**config.mk**
```make
export PLATFORM = sky130hd
export DESIGN_NAME = victim_select
export DESIGN_NICKNAME = d
export VERILOG_FILES = /design/src/cache_pkg.sv /design/src/victim_select.sv
export SDC_FILE = /design/constraint.sdc
export NUM_CORES = 1
export LEC_CHECK = 0
export BUFFER_PORTS_ARGS = -buffer_cell sky130_fd_sc_hd__buf_2
export CORE_UTILIZATION = 23
export CTS_CLUSTER_SIZE = 16
export DETAILED_ROUTE_END_ITERATION = 8
export PLACE_DENSITY = 0.78
export SYNTH_ARGS = -nofsm -noshare
export SYNTH_HDL_FRONTEND = slang
export SYNTH_SLANG_ARGS = --single-unit
```
**constraint.sdc**
```tcl
create_clock -name clk -period 1.45 [get_ports clk]
set_input_delay 0.0725 -clock clk [delete_from_list [all_inputs] [get_ports clk]]
set_output_delay 0.0725 -clock clk [all_outputs]
set_load 0.05 [all_outputs]
```
**src/cache_pkg.sv**
```systemverilog
package cache_pkg;

    localparam int WORD_W         = 16;
    localparam int ADDR_W         = 16;
    localparam int TAG_W          = 5;
    localparam int INDEX_W        = 8;
    localparam int OFFSET_W       = 3;
    localparam int WORDS_PER_LINE = 4;
    localparam int MEM_LATENCY    = 2;
    localparam int NUM_SETS       = 256;
    // Backing store is word addressed
    localparam int MEM_WORDS      = 2 ** (ADDR_W - 1);

    typedef enum logic [3:0] {
        ST_IDLE,
        ST_COMPARE_READ,
        ST_COMPARE_WRITE,
        ST_EVICT_0,
        ST_EVICT_1,
        ST_EVICT_2,
        ST_EVICT_3,
        ST_ALLOC_0,
        ST_ALLOC_1,
        ST_ALLOC_2,
        ST_ALLOC_3,
        ST_FILL_2,
        ST_FILL_3,
        ST_DONE_WAIT
    } ctrl_state_e;

    typedef struct packed {
        logic              ld;
        logic              st;
        logic [ADDR_W-1:0] addr;
        logic [WORD_W-1:0] wdata;
    } cpu_req_t;

    typedef struct packed {
        logic [WORD_W-1:0] rdata;
        logic              done;
        logic              stall;
        logic              hit;
    } cpu_resp_t;

    typedef struct packed {
        logic                en0;
        logic                en1;
        logic                comp;
        logic                write;
        logic [TAG_W-1:0]    tag;
        logic [INDEX_W-1:0]  index;
        logic [OFFSET_W-1:0] offset;
        logic [WORD_W-1:0]   wdata;
        logic                dirty;
    } way_cmd_t;

    typedef struct packed {
        logic              hit;
        logic              valid;
        logic              dirty;
        logic [TAG_W-1:0]  tag;
        logic [WORD_W-1:0] data;
    } way_lookup_t;

    typedef struct packed {
        logic              hit;
        logic              dirty;
        logic              way;
        logic [TAG_W-1:0]  tag;
        logic [WORD_W-1:0] data;
    } victim_t;

    typedef struct packed {
        logic              rd;
        logic              wr;
        logic [ADDR_W-1:0] addr;
        logic [WORD_W-1:0] wdata;
    } mem_req_t;

endpackage

```
**src/victim_select.sv**
```systemverilog
`timescale 1ns/1ps

module victim_select (
    input  logic                   clk,
    input  logic                   arst_n,
    input  logic                   flip,
    input  cache_pkg::way_lookup_t way0,
    input  cache_pkg::way_lookup_t way1,
    output cache_pkg::victim_t     victim
);

    logic flip_q;
    logic sel;

    // Pseudo-random pick once both ways are full
    always_ff @(posedge clk or negedge arst_n) begin
        if (!arst_n) begin
            flip_q <= 1'b0;
        end else if (flip) begin
            flip_q <= ~flip_q;
        end
    end

    // Empty ways are filled first
    always_comb begin
        if (!way0.valid) begin
            sel = 1'b0;
        end else if (!way1.valid) begin
            sel = 1'b1;
        end else begin
            sel = flip_q;
        end
    end

    always_comb begin
        victim.hit   = way0.hit | way1.hit;
        victim.way   = sel;
        victim.dirty = sel ? way1.dirty : way0.dirty;
        victim.tag   = sel ? way1.tag : way0.tag;
        if (way0.hit) begin
            victim.data = way0.data;
        end else if (way1.hit) begin
            victim.data = way1.data;
        end else begin
            victim.data = sel ? way1.data : way0.data;
        end
    end

endmodule

```
==> results of run 1 <==
final cells by class:
cell class | instances | area (µm²)
fill | 120 | 588
multi-input combinational | 28 | 312
tap | 15 | 18.8
timing repair buffer | 78 | 415
inverter | 2 | 7.51
sequential | 1 | 25.0
worst max path at each step:
stage	end	slack [ps]	cells past startpoint
global route	victim[13]	-40	5
floorplan	victim[10]	-10	4
global placement	victim[1]	-200	4
CTS	victim[9]	30	5
detailed placement	victim[7]	-260	4
finish	victim[7]	20	5
critical path, stage by stage (launching register included):
cell and delay [ps]:
dfrtp_1 350, nor3b_2 70, nor3_4 220, buf_12 170, mux2_2 330, buf_2 210
cell families after synthesis:
family,count (synthesis)
AO/OA/AOI/OAI,1
multiplexers,22
XOR/XNOR,1
AND/OR/NAND/NOR,4
buffers and inverters,4
flip-flops,1
routing by layer:
layer  up-vias  share of wire  global-route usage
li1        272              -                   -
met1       229           0.32              0.0924
met2        58           0.51               0.313
met3         0           0.17             0.00532
met4         0              0                   0
met5         -              0                   0
repair_timing:
item,CTS,global route
hold endpoints to repair,1,0
hold buffers,1,0
pin swaps,1,0
resized for setup,1,0
setup buffers,1,0
endpoints found under the setup margin,22,16
synthesized netlist by cell type:
cell / number
buf_4: 1
buf_6: 1
dfrtp_1: 1
inv_1: 2
mux2_2: 22
nor2_1: 1
nor3_4: 1
nor3b_2: 1
o21ai_2: 1
or2_2: 1
xor2_1: 1
power breakdown:
group	leakage, nW	internal, mW	switching [mW]	total (mW)
clock network	0	0	0	0
registers	0.0117	0.0431	0.0115	0.0546
logic	0.429	0.228	0.408	0.636
total	0.440	0.271	0.420	0.691
metrics by stage:
| step | hold WS (ps) | area, µm² | setup slack [ps] | std cells |
|---|---|---|---|---|
| final | 286 | 778 | 19.6 | 124 |
| after global routing | 294 | 778 | -35.0 | 124 |
| after CTS | 268 | 778 | 27.2 | 124 |
| after detailed placement | -148 | 741 | -257 | 122 |
| after global placement | -152 | 741 | -200 | 122 |
| after floorplan | -223 | 355 | -13.9 | 33 |
==> flow_summary.toml, run 1 <==
[synthesis]
ys_seq_elements = 1
syn_area_um2 = 355
synthAdderAreaFrac = 0
synth_largest_area_cell = "mux2_2"
ys_top_cells_by_area = "mux2_2 70%, dfrtp_1 7.0%, nor3_4 4.6%"
seq_area_frac_synth = 0.0704
synth_mux_area_frac = 0.697
synth-xor-area-share = 0.0246
syn_inst = 33
synthSimpleGateAreaFrac = 0.109
synth.top_cell.area_share = 0.697
ys_types = 11
ys_warn_count = 0
synth_fp_nets = 84
synth_compound_area_frac = 0.0246
synth_top_family_by_area = "multiplexers"
avgSynthCellArea_um2 = 10.8

[setup_path]
regToRegSetupSlack_ps = 630
required_ps = 1380
cp_max_fo = 16
end_kind = "output pin"
crit_path_start_kind = "flop"
r2r-end = "flip_q$_DFFE_PN0P_"
critPathKind = "flop to output pin"
startpoint = "flip_q$_DFFE_PN0P_"
worstReg2RegStart = "flip_q$_DFFE_PN0P_"
arrival_ps = 1360
r2r_cells = 2

[power_and_ir_drop]
cellLeakagePower_nw = 0.440
pwr_density_cell_nw_per_um2 = 888
max-vdd-ir-drop_mv = 0.585
power_mw = 0.691

[finish]
final_common_cell = "buf_2"
largestRegisters = "flip_q x1"
largest_reg_flops = 1
regMostFlops = "flip_q"
drive_gt1_frac = 0.945
area_delta_synth_final_pct = 119
most-common-layout-cells = "74 x buf_2, 22 x mux2_2, 2 x inv_1, 2 x buf_4"
post-route-util = 0.570
layout.nets = 162
antenna-diode-count = 0

[grt]
grt_max_degree = 17
grt_pass1_wl_um = 1440
overflow = 0
grt_usage = 0.121
grt_pass1_vias = 430
grt_antenna_before_repair = 0

[die]
core_area_um2 = 1370
die_w_um = 41.3
die_y_um = 41.3
die-area_um2 = 1710
start_util = 0.260
num_rows = 13
ios = 75

[detailed_routing]
avgViaCountPerCell = 4.51
vias = 559
drc = 0
wl_um = 1230
drtAntennaViolNets = 0
drt-wirelength-per-cell_um = 9.89
drt_iter0_drc = 0
first_pass_iters = 1

[min_path]
hold_end = "flip_q$_DFFE_PN0P_"
hold_path_class = "primary input to flop"
min_path_cells = 2
hold_start = "flip"

[timing]
tns_ps = 0
worst_pin_slew_ps = 258
period_minus_slack_ps = 1430
grt_setup_unrepaired = "true"
clock_skew_ps = 0
slew_headroom = 0.829
min_period_over_period = 0.986
setup_violations = 0
hold_viol = 0
maxClockFrequency_mhz = 699
drv_slew = 0

[outcome]
run_status = "finished clean"

[place]
dp_hpwl_um = 1090
port_buffers = 74
gp_congestion = 0.737

[clock_network]
insertion_delay_ps = 0
cts.clk_slew.worst_paths_ps = 0

[run]
maxCapViolCount = 0
(Power assumes the default switching activity.)
==> run 2, diff against run 1 <==
- BUFFER_PORTS_ARGS: -buffer_cell sky130_fd_sc_hd__buf_2 -> -buffer_cell sky130_fd_sc_hd__buf_4
==> flow_summary.toml, run 2 (synthesized netlist as in run 1, its figures left out) <==
[timing]
holdWs_ps = 267
min_period_over_period = 0.983
clock_skew_ps = 0
grt_setup_unrepaired = "true"
worst_pin_slew_ps = 323
maxClockFrequency_mhz = 702
period_minus_slack_ps = 1420
tns_ps = 0
slew_headroom = 0.785
setup_violations = 0
hold_viol = 0
drv_slew = 0

[finish]
largest_reg_flops = 1
fillers = 103
largestRegisters = "flip_q x1"
final_common_cell = "buf_4"
multi_input_area_um2 = 304
layout.nets = 161
regMostFlops = "flip_q"
final_cells = 123
area_delta_synth_final_pct = 184
antenna-diode-count = 0
drive_gt1_frac = 0.944
most-common-layout-cells = "59 x buf_4, 22 x mux2_2, 16 x buf_6"
regArea_um2 = 25.0

[die]
ios = 75
die_w_um = 41.3
die-area_um2 = 1710
die_y_um = 41.3
core_area_um2 = 1370
num_rows = 13
start_util = 0.260

[grt]
grt_util_met1 = 0.150
busiest_layer = "met2"
grt_antenna_before_repair = 0
grt_use_met2 = 0.301
grt_usage = 0.152
grt_pass1_wl_um = 1770
grt_max_degree = 17
met3_usage = 0.0532
overflow = 0
grt_pass1_vias = 479

[detailed_routing]
wl_um = 1630
first_pass_iters = 1
drt-wirelength-per-cell_um = 13.2
drt_iter0_drc = 0
avgViaCountPerCell = 4.72
drtAntennaViolNets = 0
drc = 0
vias = 581

[power_and_ir_drop]
pwr-share-seq = 0.074
p_clk_frac = 0
p_sw_mw = 0.429
pwr_density_cell_nw_per_um2 = 804
swShare = 0.529
p_comb_frac = 0.926
max-vdd-ir-drop_mv = 0.524
cellLeakagePower_nw = 0.519
power.internal_mw = 0.382

[setup_path]
cp_max_fo = 16
critPathKind = "flop to output pin"
arrival_ps = 1350
end_kind = "output pin"
required_ps = 1380
crit_path_start_kind = "flop"

[run]
maxCapViolCount = 0

[place]
port_buffers = 74
dp_cells = 121
gp_congestion = 0.680

[clock_network]
insertion_delay_ps = 0
cts.clk_slew.worst_paths_ps = 0

[min_path]
hold_path_class = "primary input to flop"

[outcome]
run_status = "finished clean"
==> run 2: changes by cell type in the layout (fill, tap and decap cells not counted) <==
cell,previous run,this run
o21ai_2,0,1
buf_4,2,59
buf_6,0,16
o21ai_4,1,0
buf_2,74,0
==> run 2: worst paths after layout <==
check                           cells past startpoint                from  slack, ps                  to
worst max-delay path                                5  flip_q$_DFFE_PN0P_         30           victim[2]
worst min-delay path                                2                flip        270  flip_q$_DFFE_PN0P_
worst max register to register                      2  flip_q$_DFFE_PN0P_        630  flip_q$_DFFE_PN0P_
worst min register to register                      2  flip_q$_DFFE_PN0P_        630  flip_q$_DFFE_PN0P_
max in group asynchronous                           2              arst_n        970  flip_q$_DFFE_PN0P_
min in group asynchronous                           2              arst_n        400  flip_q$_DFFE_PN0P_
==> run 2: worst max-delay path, stage by stage (launching register included) <==
cell     delay [ps]
dfrtp_1         380
nor3b_2          80
nor3_4          200
buf_12          170
mux2_2          360
buf_6           160
==> run 2: power by group through the flow <==
| stage | logic (mW) | clock network (mW) | registers (mW) |
|---|---|---|---|
| after floorplan | 0.451 | 0 | 0.0585 |
| after global placement | 0.682 | 0 | 0.0590 |
| after detailed placement | 0.687 | 0 | 0.0619 |
| after CTS | 0.713 | 0 | 0.0599 |
| after global routing | 0.788 | 0 | 0.0623 |
| final | 0.750 | 0 | 0.0601 |
==> run 2: repair_timing <==
action                                  in CTS  in global routing
endpoints found under the setup margin       8                 16
buffers inserted                             1                  0
endpoints found under the hold margin        1                  0
hold buffers                                 1                  0
resized for setup                            0                 16
==> run 2: layout make-up <==
cell class                 count  area share
tap                           15      0.0186
timing repair buffer          77       0.648
inverter                       2     0.00744
sequential                     1      0.0248
multi-input combinational     28       0.301
==> run 2: metrics by stage <==
stage                     power (mW)  setup WS (ps)  area, µm²   util
after global routing           0.850          -31.2       1010  0.738
after detailed placement       0.749          -2.72        931  0.681
after global placement         0.741           38.8        931  0.681
after floorplan                0.509          -13.9        355      -
after CTS                      0.773           12.6        948  0.694
final                          0.810           25.1       1010  0.738
==> run 2: per-layer routing <==
| layer | part of all wire | vias to the layer above |
|---|---|---|
| met3 | 0.21 | 2 |
| li1 | - | 271 |
| met5 | 0 | - |
| met1 | 0.27 | 246 |
| met4 | 0.012 | 0 |
| met2 | 0.51 | 62 |
==> run 3, diff against run 2 <==
- ABC_AREA: not set -> 1
- BUFFER_PORTS_ARGS: -buffer_cell sky130_fd_sc_hd__buf_4 -> not set
- CORE_AREA: not set -> 2 2 39 41
- CORE_UTILIZATION: 23 -> not set
- DIE_AREA: not set -> 0 0 41 43
- DONT_BUFFER_PORTS: not set -> 1
- PLACE_DENSITY: 0.78 -> not set
==> flow_summary.toml, run 3 <==
[place]
dp_hpwl_um = 1290
gp_congestion = 0.662
dpl_worst_slack_ps = 132
port_buffers = 0
dp_cells = 119

[setup_path]
r2r-end = "flip_q$_DFFE_PN0P_"
r2r_cells = 1
crit_path_start_kind = "flop"
regToRegSetupSlack_ps = 790
arrival_ps = 1240
critPathKind = "flop to output pin"
required_ps = 1380
worstReg2RegStart = "flip_q$_DFFE_PN0P_"
end_kind = "output pin"
cp_max_fo = 17

[min_path]
hold_end = "flip_q$_DFFE_PN0P_"
hold_path_class = "primary input to flop"
min_path_cells = 1
hold_start = "flip"

[clock_network]
postCtsSetupBuffers = 0
cts.clk_slew.worst_paths_ps = 0
cts_hold_buffers = 1
insertion_delay_ps = 0
post_cts_resized = 0

[finish]
largestRegisters = "flip_q x1"
layout.nets = 157
final_common_cell = "nand2_1"
final_cells = 120
area_delta_synth_final_pct = 117
antenna-diode-count = 0
largest_reg_flops = 1
most-common-layout-cells = "51 x nand2_1, 22 x buf_12, 16 x nand3_1"
regMostFlops = "flip_q"
post-route-util = 0.628
fillers = 126
drive_gt1_frac = 0.288

[power_and_ir_drop]
cellLeakagePower_nw = 0.474
max-vdd-ir-drop_mv = 0.666
pwr_density_cell_nw_per_um2 = 1080

[detailed_routing]
drtAntennaViolNets = 0
wl_um = 1440
drt-wirelength-per-cell_um = 12.0
avgViaCountPerCell = 4.87
first_pass_iters = 4
drt_iter0_drc = 7
drc = 0
vias = 584

[grt]
grt_antenna_before_repair = 0
grt_usage = 0.158
overflow = 0
grt_max_degree = 18
grt_pass1_wl_um = 2080
grt_pass1_vias = 513

[die]
core_area_um2 = 1380
die_w_um = 41
ios = 75
num_rows = 14
start_util = 0.289
die_y_um = 43
die-area_um2 = 1760

[timing]
slew_headroom = 0.856
drv_slew = 0
worst_slack_ps = 134
grt_setup_unrepaired = "false"
clock_skew_ps = 0
worst_pin_slew_ps = 215
tns_ps = 0
setup_violations = 0
hold_viol = 0
min_period_over_period = 0.907
holdWs_ps = 175
maxClockFrequency_mhz = 760
period_minus_slack_ps = 1320

[synthesis]
synth.top_cells.by_count = "51 x nand2_1, 16 x nand3_1, 3 x inv_1"
synth.top_cell.area_share = 0.478
syn_inst = 81
synth_most_common_cell = "nand2_1"
synth-edff-count = 0
ys_warn_count = 0
syn_area_um2 = 400
seq_area_frac_synth = 0.0625
async_flop_share = 1.00
synth-main-ff-cell = "dfrtp_1"
avgSynthCellArea_um2 = 4.94
ys_seq_elements = 1
ys_top_cells_by_area = "nand2_1 48%, nand3_1 20%, dfrtp_1 6.3%"
synth_largest_area_cell = "nand2_1"
ys_types = 12
synth_fp_nets = 132

[run]
maxCapViolCount = 0

[outcome]
run_status = "finished clean"
[run 3: cell count changes in the layout (fill, tap and decap cells not counted), sizes merged, moves of 16 or more]
cell	previous run	this run
buf	76	26
mux2	22	0
nand2	0	55
nand3	0	16
[run 3: worst max-delay path, stage by stage, from the launching register on]
cell and delay (ps):
dfrtp_1 360, inv_1 70, nand2_2 60, nand2_4 120, nand2_8 110, nand2_4 170
nand2_1 80, nand2_1 120, buf_12 150
[run 3: metrics by stage]
step / power, mW / instance area [µm²]
after floorplan: 0.545 / 400
after global placement: 0.925 / 860
after detailed placement: 0.938 / 860
after CTS: 0.941 / 870
after global routing: 0.982 / 870
final: 0.936 / 870
[run 3: area by class of cell]
type                       count  area [µm²]  area share
inverter                       4        15.0      0.0173
sequential                     1        25.0      0.0288
multi-input combinational     72         329       0.378
timing repair buffer          27         480       0.553
tap                           16        20.0      0.0230
[run 3: logic make-up after synthesis]
| group | share of synthesized area |
|---|---|
| buf+inv | 0.116 |
| simple gates | 0.800 |
| xor+xnor | 0.0219 |
| flops | 0.0625 |
[run 3: worst max path at each step]
stage                             from          to
floorplan           flip_q$_DFFE_PN0P_  victim[10]
global placement    flip_q$_DFFE_PN0P_   victim[4]
detailed placement  flip_q$_DFFE_PN0P_  victim[11]
CTS                 flip_q$_DFFE_PN0P_  victim[11]
global route        flip_q$_DFFE_PN0P_   victim[1]
finish              flip_q$_DFFE_PN0P_  victim[11]
[run 3: where the power goes]
| group | switching [mW] | total, mW | internal [mW] |
|---|---|---|---|
| Clock | 0 | 0 | 0 |
| Combinational | 0.511 | 0.884 | 0.374 |
| Sequential | 0.00938 | 0.0524 | 0.0430 |
| Total | 0.520 | 0.936 | 0.417 |
[run 3: routing by layer]
metal	track usage	share of wire	up-vias
li1	-	-	298
met1	0.181	0.31	252
met2	0.300	0.56	34
met3	0.0262	0.13	0
met4	0	0	0
met5	0	0	-
