## src/cache_pkg.sv

```systemverilog
package cache_pkg;

    localparam int WORD_W         = 16;
    localparam int ADDR_W         = 16;
    localparam int TAG_W          = 5;
    localparam int INDEX_W        = 8;
    localparam int OFFSET_W       = 3;
    localparam int WORDS_PER_LINE = 4;
    localparam int MEM_LATENCY    = 2;
    localparam int NUM_SETS       = 256;
    // Backing store is word addressed
    localparam int MEM_WORDS      = 2 ** (ADDR_W - 1);

    typedef enum logic [3:0] {
        ST_IDLE,
        ST_COMPARE_READ,
        ST_COMPARE_WRITE,
        ST_EVICT_0,
        ST_EVICT_1,
        ST_EVICT_2,
        ST_EVICT_3,
        ST_ALLOC_0,
        ST_ALLOC_1,
        ST_ALLOC_2,
        ST_ALLOC_3,
        ST_FILL_2,
        ST_FILL_3,
        ST_DONE_WAIT
    } ctrl_state_e;

    typedef struct packed {
        logic              ld;
        logic              st;
        logic [ADDR_W-1:0] addr;
        logic [WORD_W-1:0] wdata;
    } cpu_req_t;

    typedef struct packed {
        logic [WORD_W-1:0] rdata;
        logic              done;
        logic              stall;
        logic              hit;
    } cpu_resp_t;

    typedef struct packed {
        logic                en0;
        logic                en1;
        logic                comp;
        logic                write;
        logic [TAG_W-1:0]    tag;
        logic [INDEX_W-1:0]  index;
        logic [OFFSET_W-1:0] offset;
        logic [WORD_W-1:0]   wdata;
        logic                dirty;
    } way_cmd_t;

    typedef struct packed {
        logic              hit;
        logic              valid;
        logic              dirty;
        logic [TAG_W-1:0]  tag;
        logic [WORD_W-1:0] data;
    } way_lookup_t;

    typedef struct packed {
        logic              hit;
        logic              dirty;
        logic              way;
        logic [TAG_W-1:0]  tag;
        logic [WORD_W-1:0] data;
    } victim_t;

    typedef struct packed {
        logic              rd;
        logic              wr;
        logic [ADDR_W-1:0] addr;
        logic [WORD_W-1:0] wdata;
    } mem_req_t;

endpackage

```

## src/cache_ctrl.sv

```systemverilog
`timescale 1ns/1ps

module cache_ctrl (
    input  logic                         clk,
    input  logic                         arst_n,
    input  cache_pkg::cpu_req_t          req,
    output cache_pkg::cpu_resp_t         resp,
    input  cache_pkg::victim_t           victim,
    output cache_pkg::way_cmd_t          way_cmd,
    output logic                         flip,
    output cache_pkg::mem_req_t          mem_req,
    input  logic [cache_pkg::WORD_W-1:0] mem_rdata
);
    import cache_pkg::*;

    ctrl_state_e state;
    ctrl_state_e next_state;

    cpu_req_t          req_q;
    logic              vic_way_q;
    logic [TAG_W-1:0]  vic_tag_q;
    logic [WORD_W-1:0] rdata_q;

    logic [TAG_W-1:0]   req_tag;
    logic [INDEX_W-1:0] req_index;
    logic [1:0]         req_word;
    logic               compare;
    logic               evict;
    logic               alloc;
    logic               fill;
    logic [1:0]         step;
    logic [1:0]         fill_word;
    logic [WORD_W-1:0]  fill_data;
    logic               done;

    assign req_tag   = req_q.addr[ADDR_W-1 -: TAG_W];
    assign req_index = req_q.addr[OFFSET_W +: INDEX_W];
    assign req_word  = req_q.addr[OFFSET_W-1:1];

    assign compare = (state == ST_COMPARE_READ) || (state == ST_COMPARE_WRITE);
    assign evict   = state inside {ST_EVICT_0, ST_EVICT_1, ST_EVICT_2, ST_EVICT_3};
    assign alloc   = state inside {ST_ALLOC_0, ST_ALLOC_1, ST_ALLOC_2, ST_ALLOC_3};
    assign fill    = state inside {ST_ALLOC_2, ST_ALLOC_3, ST_FILL_2, ST_FILL_3};

    // Memory word for evict/alloc; fill lags it by two words
    always_comb begin
        case (state)
            ST_EVICT_1, ST_ALLOC_1, ST_FILL_3: step = 2'd1;
            ST_EVICT_2, ST_ALLOC_2:            step = 2'd2;
            ST_EVICT_3, ST_ALLOC_3:            step = 2'd3;
            default:                           step = 2'd0;
        endcase
    end

    assign fill_word = step + 2'd2;

    // Store miss merges its word into the fill
    assign fill_data = (req_q.st && fill_word == req_word) ? req_q.wdata : mem_rdata;

    always_comb begin
        next_state = state;
        case (state)
            ST_IDLE: begin
                if (req.ld) begin
                    next_state = ST_COMPARE_READ;
                end else if (req.st) begin
                    next_state = ST_COMPARE_WRITE;
                end
            end
            ST_COMPARE_READ, ST_COMPARE_WRITE: begin
                if (victim.hit) begin
                    next_state = ST_IDLE;
                end else if (victim.dirty) begin
                    next_state = ST_EVICT_0;
                end else begin
                    next_state = ST_ALLOC_0;
                end
            end
            ST_EVICT_0: next_state = ST_EVICT_1;
            ST_EVICT_1: next_state = ST_EVICT_2;
            ST_EVICT_2: next_state = ST_EVICT_3;
            ST_EVICT_3: next_state = ST_ALLOC_0;
            ST_ALLOC_0: next_state = ST_ALLOC_1;
            ST_ALLOC_1: next_state = ST_ALLOC_2;
            ST_ALLOC_2: next_state = ST_ALLOC_3;
            ST_ALLOC_3: next_state = ST_FILL_2;
            ST_FILL_2:  next_state = ST_FILL_3;
            // FILL_3 and the reserved state
            default:    next_state = ST_IDLE;
        endcase
    end

    always_comb begin
        way_cmd        = '0;
        way_cmd.tag    = req_tag;
        way_cmd.index  = req_index;
        way_cmd.offset = req_q.addr[OFFSET_W-1:0];
        way_cmd.wdata  = req_q.wdata;
        way_cmd.dirty  = req_q.st;
        if (compare) begin
            way_cmd.en0   = 1'b1;
            way_cmd.en1   = 1'b1;
            way_cmd.comp  = 1'b1;
            way_cmd.write = (state == ST_COMPARE_WRITE);
        end else if (evict) begin
            // Victim way hits on its own tag and drives the data
            way_cmd.en0    = ~vic_way_q;
            way_cmd.en1    = vic_way_q;
            way_cmd.comp   = 1'b1;
            way_cmd.tag    = vic_tag_q;
            way_cmd.offset = {step, 1'b0};
        end else if (fill) begin
            way_cmd.en0    = ~vic_way_q;
            way_cmd.en1    = vic_way_q;
            way_cmd.write  = 1'b1;
            way_cmd.offset = {fill_word, 1'b0};
            way_cmd.wdata  = fill_data;
        end
    end

    assign mem_req.rd    = alloc;
    assign mem_req.wr    = evict;
    assign mem_req.addr  = evict ? {vic_tag_q, req_index, step, 1'b0}
                                 : {req_tag, req_index, step, 1'b0};
    assign mem_req.wdata = victim.data;

    assign flip = compare;

    assign done       = (compare && victim.hit) || (fill && fill_word == req_word);
    assign resp.done  = done;
    assign resp.stall = (state != ST_IDLE);
    assign resp.hit   = compare & victim.hit;
    assign resp.rdata = !done ? rdata_q : (compare ? victim.data : fill_data);

    always_ff @(posedge clk or negedge arst_n) begin
        if (!arst_n) begin
            state <= ST_IDLE;
        end else begin
            state <= next_state;
        end
    end

    always_ff @(posedge clk) begin
        if (state == ST_IDLE && (req.ld || req.st)) begin
            req_q <= req;
        end
        if (compare) begin
            vic_way_q <= victim.way;
            vic_tag_q <= victim.tag;
        end
        if (done) begin
            rdata_q <= resp.rdata;
        end
    end

endmodule

```

## config.mk

```make
export PLATFORM = sky130hd
export DESIGN_NAME = cache_ctrl
export DESIGN_NICKNAME = d
export VERILOG_FILES = /design/src/cache_pkg.sv /design/src/cache_ctrl.sv
export SDC_FILE = /design/constraint.sdc
export NUM_CORES = 1
export LEC_CHECK = 0
export BUFFER_PORTS_ARGS = -buffer_cell sky130_fd_sc_hd__buf_2
export CAP_MARGIN = 20
export CORE_UTILIZATION = 51
export DETAILED_ROUTE_END_ITERATION = 10
export MAX_ROUTING_LAYER = met4
export PLACE_DENSITY = 0.91
export SLEW_MARGIN = 30
export SYNTH_ARGS = -nofsm -noshare
export SYNTH_HDL_FRONTEND = slang
export SYNTH_SLANG_ARGS = --single-unit
export TNS_END_PERCENT = 5
```

## constraint.sdc

```tcl
create_clock -name clk -period 4.8 [get_ports clk]
set_clock_uncertainty 0.1 [all_clocks]
set_input_delay 0.48 -clock clk [delete_from_list [all_inputs] [get_ports clk]]
set_output_delay 0.48 -clock clk [all_outputs]
set_load 0.05 [all_outputs]
```

==> results of run 1 <==
## how the worst max path moves through the flow
stage                  start       end  depth (start not counted)
floorplan           state[3]  resp[10]                          9
global placement    state[2]  resp[17]                          9
detailed placement  state[2]  resp[18]                          9
CTS                 state[2]  resp[18]                          9
global route        state[2]  resp[18]                          9
finish              state[3]  resp[18]                          9
## cell type report
type                    instances  area, sq um
inverters                       8         30.0
well taps                      77         96.3
repair buffers                171          877
clock inverters                 6         57.6
clock buffers                   9          124
fillers                       540         2200
multi-input cells             201         1360
flip-flops and latches         59         1750
## logic make-up (layout without fill, tap and decap cells)
kind of cell    after synthesis  count (layout)
compound gates               71              71
simple gates                 96              96
other cells                   1               1
xor+xnor                      5               5
buf+inv                      67             194
mux                          28              28
flops                        59              59
## synth_stat cells (3+ instances only)
cell type / number / area, sq um
a21oi_1: 3 / 15.0
o21ai_0: 20 / 100
mux2_2: 20 / 225
inv_1: 7 / 26.3
a211oi_1: 5 / 37.5
nand2_1: 31 / 116
buf_2: 5 / 25.0
dfrtp_1: 4 / 100
nor2_1: 49 / 184
o31ai_1: 9 / 67.6
xnor2_1: 3 / 26.3
mux2_4: 7 / 105
edfxtp_1: 55 / 1650
clkbuf_1: 11 / 41.3
buf_4: 40 / 300
o211ai_1: 14 / 105
o31ai_2: 5 / 62.6
## critical path: stages (launching register included)
cell and delay, ns:
dfrtp_1 0.65, nor2_1 0.25, nand2_1 0.16, inv_2 0.04, nand2_1 0.36, inv_1 0.22
a21oi_4 0.45, inv_1 0.49, a31oi_1 0.34, buf_2 0.31
## sequential cells by signal, summed over array words and instances, names as in the netlist
name and cells:
rdata_q 16, req_q 24, state 4, vic_tag_q 5
vic_way_q 1, way_cmd 9
## per-layer routing
layer / vias to the layer above / track usage, % / wire length [um]
met3: 16 / 5.25 / 579
li1: 1388 / - / -
met1: 1390 / 32.6 / 3710
met5: - / - / 0
met2: 159 / 40.1 / 4320
met4: 0 / 10.0 / 198
## metrics by stage
stage | worst slack, ns | hold slack, ns
2_1_floorplan | 1.05 | 0.0844
3_3_place_gp | 0.847 | 0.188
3_5_place_dp | 0.647 | 0.191
4_1_cts | 0.302 | 0.210
5_1_grt | 0.258 | 0.203
6_report | 0.619 | 0.223
## repair_timing
action                                  CTS  global route
hold buffers                              1             0
resized for setup                         0             1
endpoints found under the setup margin    0             2
endpoints found under the hold margin     4             0
==> key figures, run 1 <==
Finish
  • Util after Layout: 66.2%
  • Commonest cells after routing, fill and taps aside: buf_2, edfxtp_1, nor2_1
  • Layout Nets: 526
  • Post-Layout Cell Count: 531
  • Final instance area: 4300 sq um
  • Commonest non-fill, non-tap cell in the layout: buf_2
  • Area grow syn2layout: 22.2%
  • Share of cells above drive strength 1: 49.3%
  • Diode count: 0

Synthesis
  • Asr flop ratio synth: 6.78%
  • Mapped Cells: 327
  • Post-synthesis simple-gate area fraction: 11.9%
  • EDFF count, synth: 55
  • Post-Syn Nets: 403
  • Mapped cell area: 3520 sq um
  • Post-synthesis mux area share: 9.68%
  • Synth unique cells: 47
  • Register area share after synthesis: 49.8%
  • Compound-Gate Fraction of Synth Area: 15.3%
  • Synth warn: 0
  • Post-synth top flop: edfxtp_1
  • Adder-Cell Fraction of Synth Area: 0%
  • Largest family of logic cells by synthesized area: compound AO/OA/AOI/OAI gates
  • Flop and latch count out of synthesis: 59
  • Syn_area_per_cell: 10.8 sq um
  • Xor-xnor portion of the synthesized cell area: 1.25%

Clock tree
  • Max clock buf depth: 2
  • Register clock-pin slew on the reported worst setup and hold paths: 0.07 ns
  • TritonCTS Buffers: 9
  • Clock Tree Root: clkbuf_8
  • CTS H-tree lvls: 3
  • CTS tree: done
  • Clock Latency Late Sink: 0.33 ns
  • Clock sinks: 59
  • Postcts setup bufs: 0

Routing
  • Wirelength per Cell: 16.6 um
  • Number of remaining DRC errors: 0
  • Final ANT Viol Nets: 0
  • Final wirelength: 8.81 mm
  • DR vias: 2953
  • Drt via density: 5.56
  • First-pass iteration count of the detailed router: 5
  • First DRT Iteration DRCs: 187

Placed design
  • DPL Wire Length: 6.54 mm
  • Placed cell area: 4090 sq um
  • Port bufs: 165
  • GP Congestion: 1.01
  • Post-Place Cells: 514

GRT
  • Pin count of the biggest net entering global routing: 37
  • Vias in the first global route: 2740
  • GR Util All Layers: 25.5%
  • Remaining global-route overflow: 0
  • Antenna violations before repair: 0
  • First-pass GRT wire length: 13.6 mm

Timing
  • Fin. max-slew vios: 0
  • Final Setup Violations: 0
  • Fin crit share: 87.1%
  • Worst rel slew slack: 37.2%
  • Total negative slack: 0 ns
  • Fmax: 239 MHz
  • Final Hold Vio Count: 0
  • RSZ-0062 raised after global routing: false
  • Worst-margin pin slew: 0.940 ns
  • Min Tclk post-route: 4.18 ns

Critical path
  • FF-to-FF setup slack: 1.49 ns
  • Reg2Reg Launch Point: state[3]
  • Worst Reg2Reg Path Length in Cells: 6
  • Data required time of the worst path: 4.22 ns
  • Crit path kind: flop to output pin
  • Critical-path maximum fanout: 19
  • Critical path launch point type: flop
  • R2R Path End: rdata_q[15]
  • Worst endpoint data arrival time: 3.60 ns
  • CP endpoint kind: output pin

Floorplanning
  • Die ar.: 7230 sq um
  • Initial cell density of the core: 54.1%
  • Die H: 85.0 um
  • Core footprint: 6490 sq um
  • Die W: 85.0 um
  • Row count: 29
  • I/O pin total: 167

Min path
  • Hold path startpoint: req[14]
  • Hold EP: req_q[14]
  • Type of the tightest min-delay check: input pin to flop
  • Hold path cells: 1

Outcome
  • Outcome: completed

Flow run
  • Max_cap viols: 0
Power of run 1 is not shown: default switching activity piles up to over one toggle a cycle in this logic, so the estimate is an artifact.
==> inputs of run 2 (changes only) <==
BUFFER_PORTS_ARGS = default   (was -buffer_cell sky130_fd_sc_hd__buf_2)
CORE_MARGIN = 2   (was default)
CORE_UTILIZATION = 57   (was 51)
DONT_BUFFER_PORTS = 1   (was default)
PLACE_DENSITY = 0.76   (was 0.91)
==> run 2 against run 1 <==
Against the previous run: die area decreased by 5.8%; flip-flop and latch count unchanged; global-route usage decreased by 1.6 points; setup slack got worse by 0.066 ns; count of clock-buffer cells in the layout unchanged; largest cell class unchanged; critical path depth decreased by 2; critical endpoint is now resp[3]; register-to-register slack got worse by 0.47 ns.
==> key figures, run 2 (same netlist as run 1, synthesis figures left out) <==
Outcome
  • Outcome: completed

Routing
  • Final wirelength: 7.93 mm (-10%)
  • First DRT Iteration DRCs: 99 (-47%)
  • DR vias: 2388 (-19%)
  • First-pass iteration count of the detailed router: 4 (-1)
  • Wirelength per Cell: 20.0 um (+21%)
  • Final ANT Viol Nets: 0 (unchanged)
  • Drt via density: 6.03 (+8.4%)
  • Number of remaining DRC errors: 0 (unchanged)

Finish
  • Number of fill cells: 460 (-15%)
  • Area grow syn2layout: 7.08%
  • Register Area: 1750 sq um (unchanged)
  • Layout Nets: 392 (-25%)
  • Commonest cells after routing, fill and taps aside: edfxtp_1, nor2_1, buf_4
  • Max FFs per register: 24 (unchanged)
  • Most flop-heavy register: req_q
  • Share of cells above drive strength 1: 31.8% (-18 points)
  • Multi-input combinational cell area: 1410 sq um (+3.5%)
  • Commonest non-fill, non-tap cell in the layout: edfxtp_1
  • Diode count: 0 (unchanged)

Clock tree
  • Clock sinks: 59 (unchanged)
  • CTS tree: done
  • Clock Tree Root: clkbuf_8
  • Postcts setup bufs: 0 (unchanged)
  • CTS H-tree lvls: 3 (unchanged)
  • Clock Latency Late Sink: 0.34 ns (about the same)
  • Max clock buf depth: 2 (unchanged)
  • Register clock-pin slew on the reported worst setup and hold paths: 0.08 ns (about the same)
  • TritonCTS Buffers: 9 (unchanged)
  • CTS resizes: 0 (unchanged)

Timing
  • Worst-margin pin slew: 1.01 ns (+0.0734 ns)
  • Final Hold Vio Count: 0 (unchanged)
  • Worst rel slew slack: 32.0% (-5.1 points)
  • Fin crit share: 88.5% (+1.4 points)
  • Final Setup Violations: 0 (unchanged)
  • Min Tclk post-route: 4.25 ns (+0.0657 ns)
  • Total negative slack: 0 ns (unchanged)
  • Fin. max-slew vios: 0 (unchanged)
  • RSZ-0062 raised after global routing: false
  • Fmax: 235 MHz (-1.5%)

Min path
  • Type of the tightest min-delay check: input pin to flop
  • Hold path cells: 0 (-1)

Critical path
  • Critical path launch point type: flop
  • Data required time of the worst path: 4.22 ns (about the same)
  • Worst Reg2Reg Path Length in Cells: 7 (+1)
  • Worst endpoint data arrival time: 3.67 ns (+0.07 ns)
  • CP endpoint kind: output pin
  • Crit path kind: flop to output pin
  • FF-to-FF setup slack: 1.02 ns (-0.47 ns)
  • Critical-path maximum fanout: 16 (-3)

GRT
  • Pin count of the biggest net entering global routing: 36 (-2.7%)
  • GR Util All Layers: 23.9% (-1.6 points)
  • Vias in the first global route: 2278 (-17%)
  • First-pass GRT wire length: 11.5 mm (-15%)
  • Remaining global-route overflow: 0 (unchanged)
  • Antenna violations before repair: 0 (unchanged)

Floorplanning
  • I/O pin total: 167 (unchanged)
  • Core footprint: 5960 sq um (-8.3%)
  • Die ar.: 6810 sq um (-5.8%)
  • Row count: 28 (-3.4%)
  • Die H: 82.5 um (-2.9%)
  • Initial cell density of the core: 59.0% (+4.9 points)
  • Die W: 82.5 um (-2.9%)

Placed design
  • GP Congestion: 0.830 (-17%)
  • DPL Wire Length: 5.81 mm (-11%)
  • Port bufs: 0 (-100%)

Flow run
  • Max_cap viols: 0 (unchanged)
run 2: cell types whose count changed in the layout (fill, tap and decap cells not counted), sizes merged:
cell	previous run	this run
inv	8	9
buf	170	36
run 2: cell type report:
class / instances / share of cell area (%)
well taps: 75 / 2.49
clock buffers: 9 / 3.29
flip-flops and latches: 59 / 46.5
inverters: 8 / 0.798
multi-input cells: 201 / 37.4
repair buffers: 37 / 7.44
clock inverters: 7 / 2.03
run 2: worst max-delay path, cell delays in order, from the launching register on:
cell,delay (ns)
dfrtp_1,0.55
nor2_1,0.46
nand2_1,0.16
inv_2,0.08
nand2_1,0.31
inv_1,0.60
a21oi_4,0.23
o31ai_2,0.93
run 2: repair_timing:
item	4_1_cts	5_1_grt
hold endpoints to repair	4	0
setup endpoints to repair	0	0
hold buffers	1	0
run 2: routing by layer:
metal	GRT usage [%]	routed length, um
met1	29.2	3190
met2	37.8	3920
met3	6.85	691
met4	9.18	121
met5	-	0
run 2: path summary, 6_finish.rpt:
| kind | from | endpoint |
|---|---|---|
| max | state[2] | resp[3] |
| min in group asynchronous | arst_n | state[2] |
| min | req[5] | req_q[5] |
| max reg2reg | state[2] | rdata_q[0] |
| min reg2reg | rdata_q[7] | rdata_q[7] |
| max in group asynchronous | arst_n | state[0] |
run 2: stage by stage:
stage               utilization, %  setup WS [ns]  std cells  hold slack, ns  area [sq um]
floorplan                        -           1.05        327          0.0844          3520
global placement              59.6          0.825        379          0.0845          3550
detailed placement            59.6          0.674        379          0.0845          3550
CTS                           63.1          0.286        396           0.115          3760
global route                  63.2          0.290        396           0.116          3760
finish                        63.2          0.553        396           0.132          3760
Power of run 2 is left out for the same reason.
==> inputs of run 3 (changes only) <==
CTS_CLUSTER_DIAMETER = 100   (was default)
PLACE_DENSITY = 0.72   (was 0.76)
==> run 3 against run 2 <==
Against the previous run: maximum frequency fell by 1.6%; critical path depth rose by 3; count of clock-buffer cells in the layout did not move; register-to-register slack got worse by 0.04 ns; die area did not move; core utilization rose by 0.19 points; sequential share of layout area fell by 0.14 points; highest routed layer unchanged.
==> key figures, run 3 (same netlist as run 1, synthesis figures left out) <==
Critical path
  • FF-to-FF setup slack: 0.98 ns (-0.04 ns)
  • Crit path kind: flop to output pin
  • Worst Reg2Reg Path Length in Cells: 7 (unchanged)
  • Worst endpoint data arrival time: 3.74 ns (+0.07 ns)
  • Critical path launch point type: flop
  • R2R Path End: rdata_q[0]
  • CP peak stage delay: 0.66 ns (-0.27 ns)
  • Crit-path cells: nor2_1 -> nand2_1 -> inv_2 -> nand2_1 -> inv_1 -> a21oi_4 -> inv_1 -> buf_4 -> a31oi_1 -> buf_4
  • Slowest-stage cell, CP: dfrtp_1
  • Data required time of the worst path: 4.22 ns (about the same)
  • Critical-path maximum fanout: 19 (+3)
  • Reg2Reg Launch Point: state[2]
  • CP endpoint kind: output pin

Floorplanning
  • Core footprint: 5960 sq um (unchanged)
  • Die H: 82.5 um (unchanged)
  • Row count: 28 (unchanged)
  • Die W: 82.5 um (unchanged)
  • Initial cell density of the core: 59.0% (unchanged)
  • Die ar.: 6810 sq um (unchanged)
  • I/O pin total: 167 (unchanged)

Finish
  • Max FFs per register: 24 (unchanged)
  • Area grow syn2layout: 7.40%
  • Layout Nets: 391 (-0.26%)
  • Share of cells above drive strength 1: 31.9% (+0.099 points)
  • Most flop-heavy register: req_q
  • Util after Layout: 63.4% (+0.19 points)
  • Register Area: 1750 sq um (unchanged)
  • Number of fill cells: 487 (+5.9%)
  • Multi-input combinational cell area: 1420 sq um (+0.80%)
  • Commonest cells after routing, fill and taps aside: edfxtp_1, nor2_1, buf_4
  • Diode count: 0 (unchanged)
  • Commonest non-fill, non-tap cell in the layout: edfxtp_1

Clock tree
  • Max clock buf depth: 2 (unchanged)
  • CTS tree: done
  • Hold_buf cts: 1 (unchanged)
  • CTS H-tree lvls: 3 (unchanged)
  • Clock Tree Root: clkbuf_8
  • CTS resizes: 0 (unchanged)
  • Clock sinks: 59 (unchanged)
  • Clock Latency Late Sink: 0.33 ns (about the same)
  • Register clock-pin slew on the reported worst setup and hold paths: 0.08 ns (about the same)
  • TritonCTS Buffers: 9 (unchanged)
  • Postcts setup bufs: 0 (unchanged)

GRT
  • Pin count of the biggest net entering global routing: 36 (unchanged)
  • Antenna violations before repair: 0 (unchanged)
  • GR Util All Layers: 23.8% (-0.13 points)
  • First-pass GRT wire length: 11.3 mm (-1.6%)
  • Vias in the first global route: 2290 (+0.53%)
  • Remaining global-route overflow: 0 (unchanged)

Routing
  • WL met2: 3.96 mm (+1.1%)
  • Final ANT Viol Nets: 0 (unchanged)
  • First DRT Iteration DRCs: 103 (+4.0%)
  • Wirelength per Cell: 20.1 um (+0.27%)
  • Wl on met1: 3.21 mm (+0.44%)
  • First-pass iteration count of the detailed router: 5 (+1)
  • Drt via density: 6.10 (+1.2%)
  • Final wirelength: 7.93 mm (about the same)
  • DR top layer: met4
  • DR vias: 2411 (+0.96%)
  • Routed wl met3: 644 um (-6.8%)
  • Number of remaining DRC errors: 0 (unchanged)

Placed design
  • DPL Wire Length: 5.79 mm (-0.34%)
  • GP Congestion: 0.871 (+5.0%)
  • Port bufs: 0 (unchanged)

Timing
  • Fmax: 232 MHz (-1.6%)
  • RSZ-0062 raised after global routing: false
  • Fin crit share: 89.9% (+1.5 points)
  • Worst-margin pin slew: 1.01 ns (-0.00507 ns)
  • Worst rel slew slack: 32.4% (+0.34 points)
  • Fin. max-slew vios: 0 (unchanged)
  • Total negative slack: 0 ns (unchanged)
  • Final Hold Vio Count: 0 (unchanged)
  • Final Setup Violations: 0 (unchanged)
  • Min Tclk post-route: 4.32 ns (+0.0697 ns)

Min path
  • Hold path startpoint: req[1]
  • Hold EP: req_q[1]
  • Type of the tightest min-delay check: input pin to flop
  • Hold path cells: 0 (unchanged)

Outcome
  • Outcome: completed

Flow run
  • Max_cap viols: 0 (unchanged)
==> run 3: worst max-delay path, delay by kind of cell (launching register included) <==
kind | cells | cell delay, ns
buffers and inverters | 5 | 1.09
flip-flops | 1 | 0.66
AND/OR/NAND/NOR | 3 | 0.79
AO/OA/AOI/OAI | 2 | 0.85
==> run 3: worst max path at each step <==
| stage | start | end | slack (ns) | cells after the start |
|---|---|---|---|---|
| after floorplan | state[3] | resp[10] | 1.05 | 9 |
| after global placement | state[2] | resp[17] | 0.76 | 10 |
| after detailed placement | state[2] | resp[17] | 0.68 | 10 |
| after CTS | state[2] | resp[17] | 0.33 | 10 |
| after global routing | state[2] | resp[17] | 0.23 | 10 |
| final | state[2] | resp[17] | 0.48 | 10 |
==> run 3: final cells by class <==
cell class,instances,share of cell area (%)
Clock buffer,9,3.28
Clock inverter,7,2.22
Inverter,8,0.795
Multi-Input combinational cell,201,37.6
Sequential cell,59,46.4
Tap cell,75,2.49
Timing Repair Buffer,36,7.22
==> run 3: stage by stage <==
step / worst slack (ns) / std cells / hold WS, ns / cell area (sq um)
after detailed placement: 0.681 / 378 / 0.0846 / 3540
after floorplan: 1.05 / 327 / 0.0844 / 3520
final: 0.483 / 395 / 0.138 / 3780
after global placement: 0.760 / 378 / 0.0846 / 3540
after CTS: 0.327 / 395 / 0.128 / 3760
after global routing: 0.230 / 395 / 0.115 / 3780
==> run 3: metal layers <==
metal  vias to the layer above  global-route usage (%)
li1                       1119                       -
met5                         -                       -
met2                       132                    38.0
met3                        11                    7.39
met1                      1149                    28.5
met4                         0                    8.69
Power of run 3 is left out for the same reason.
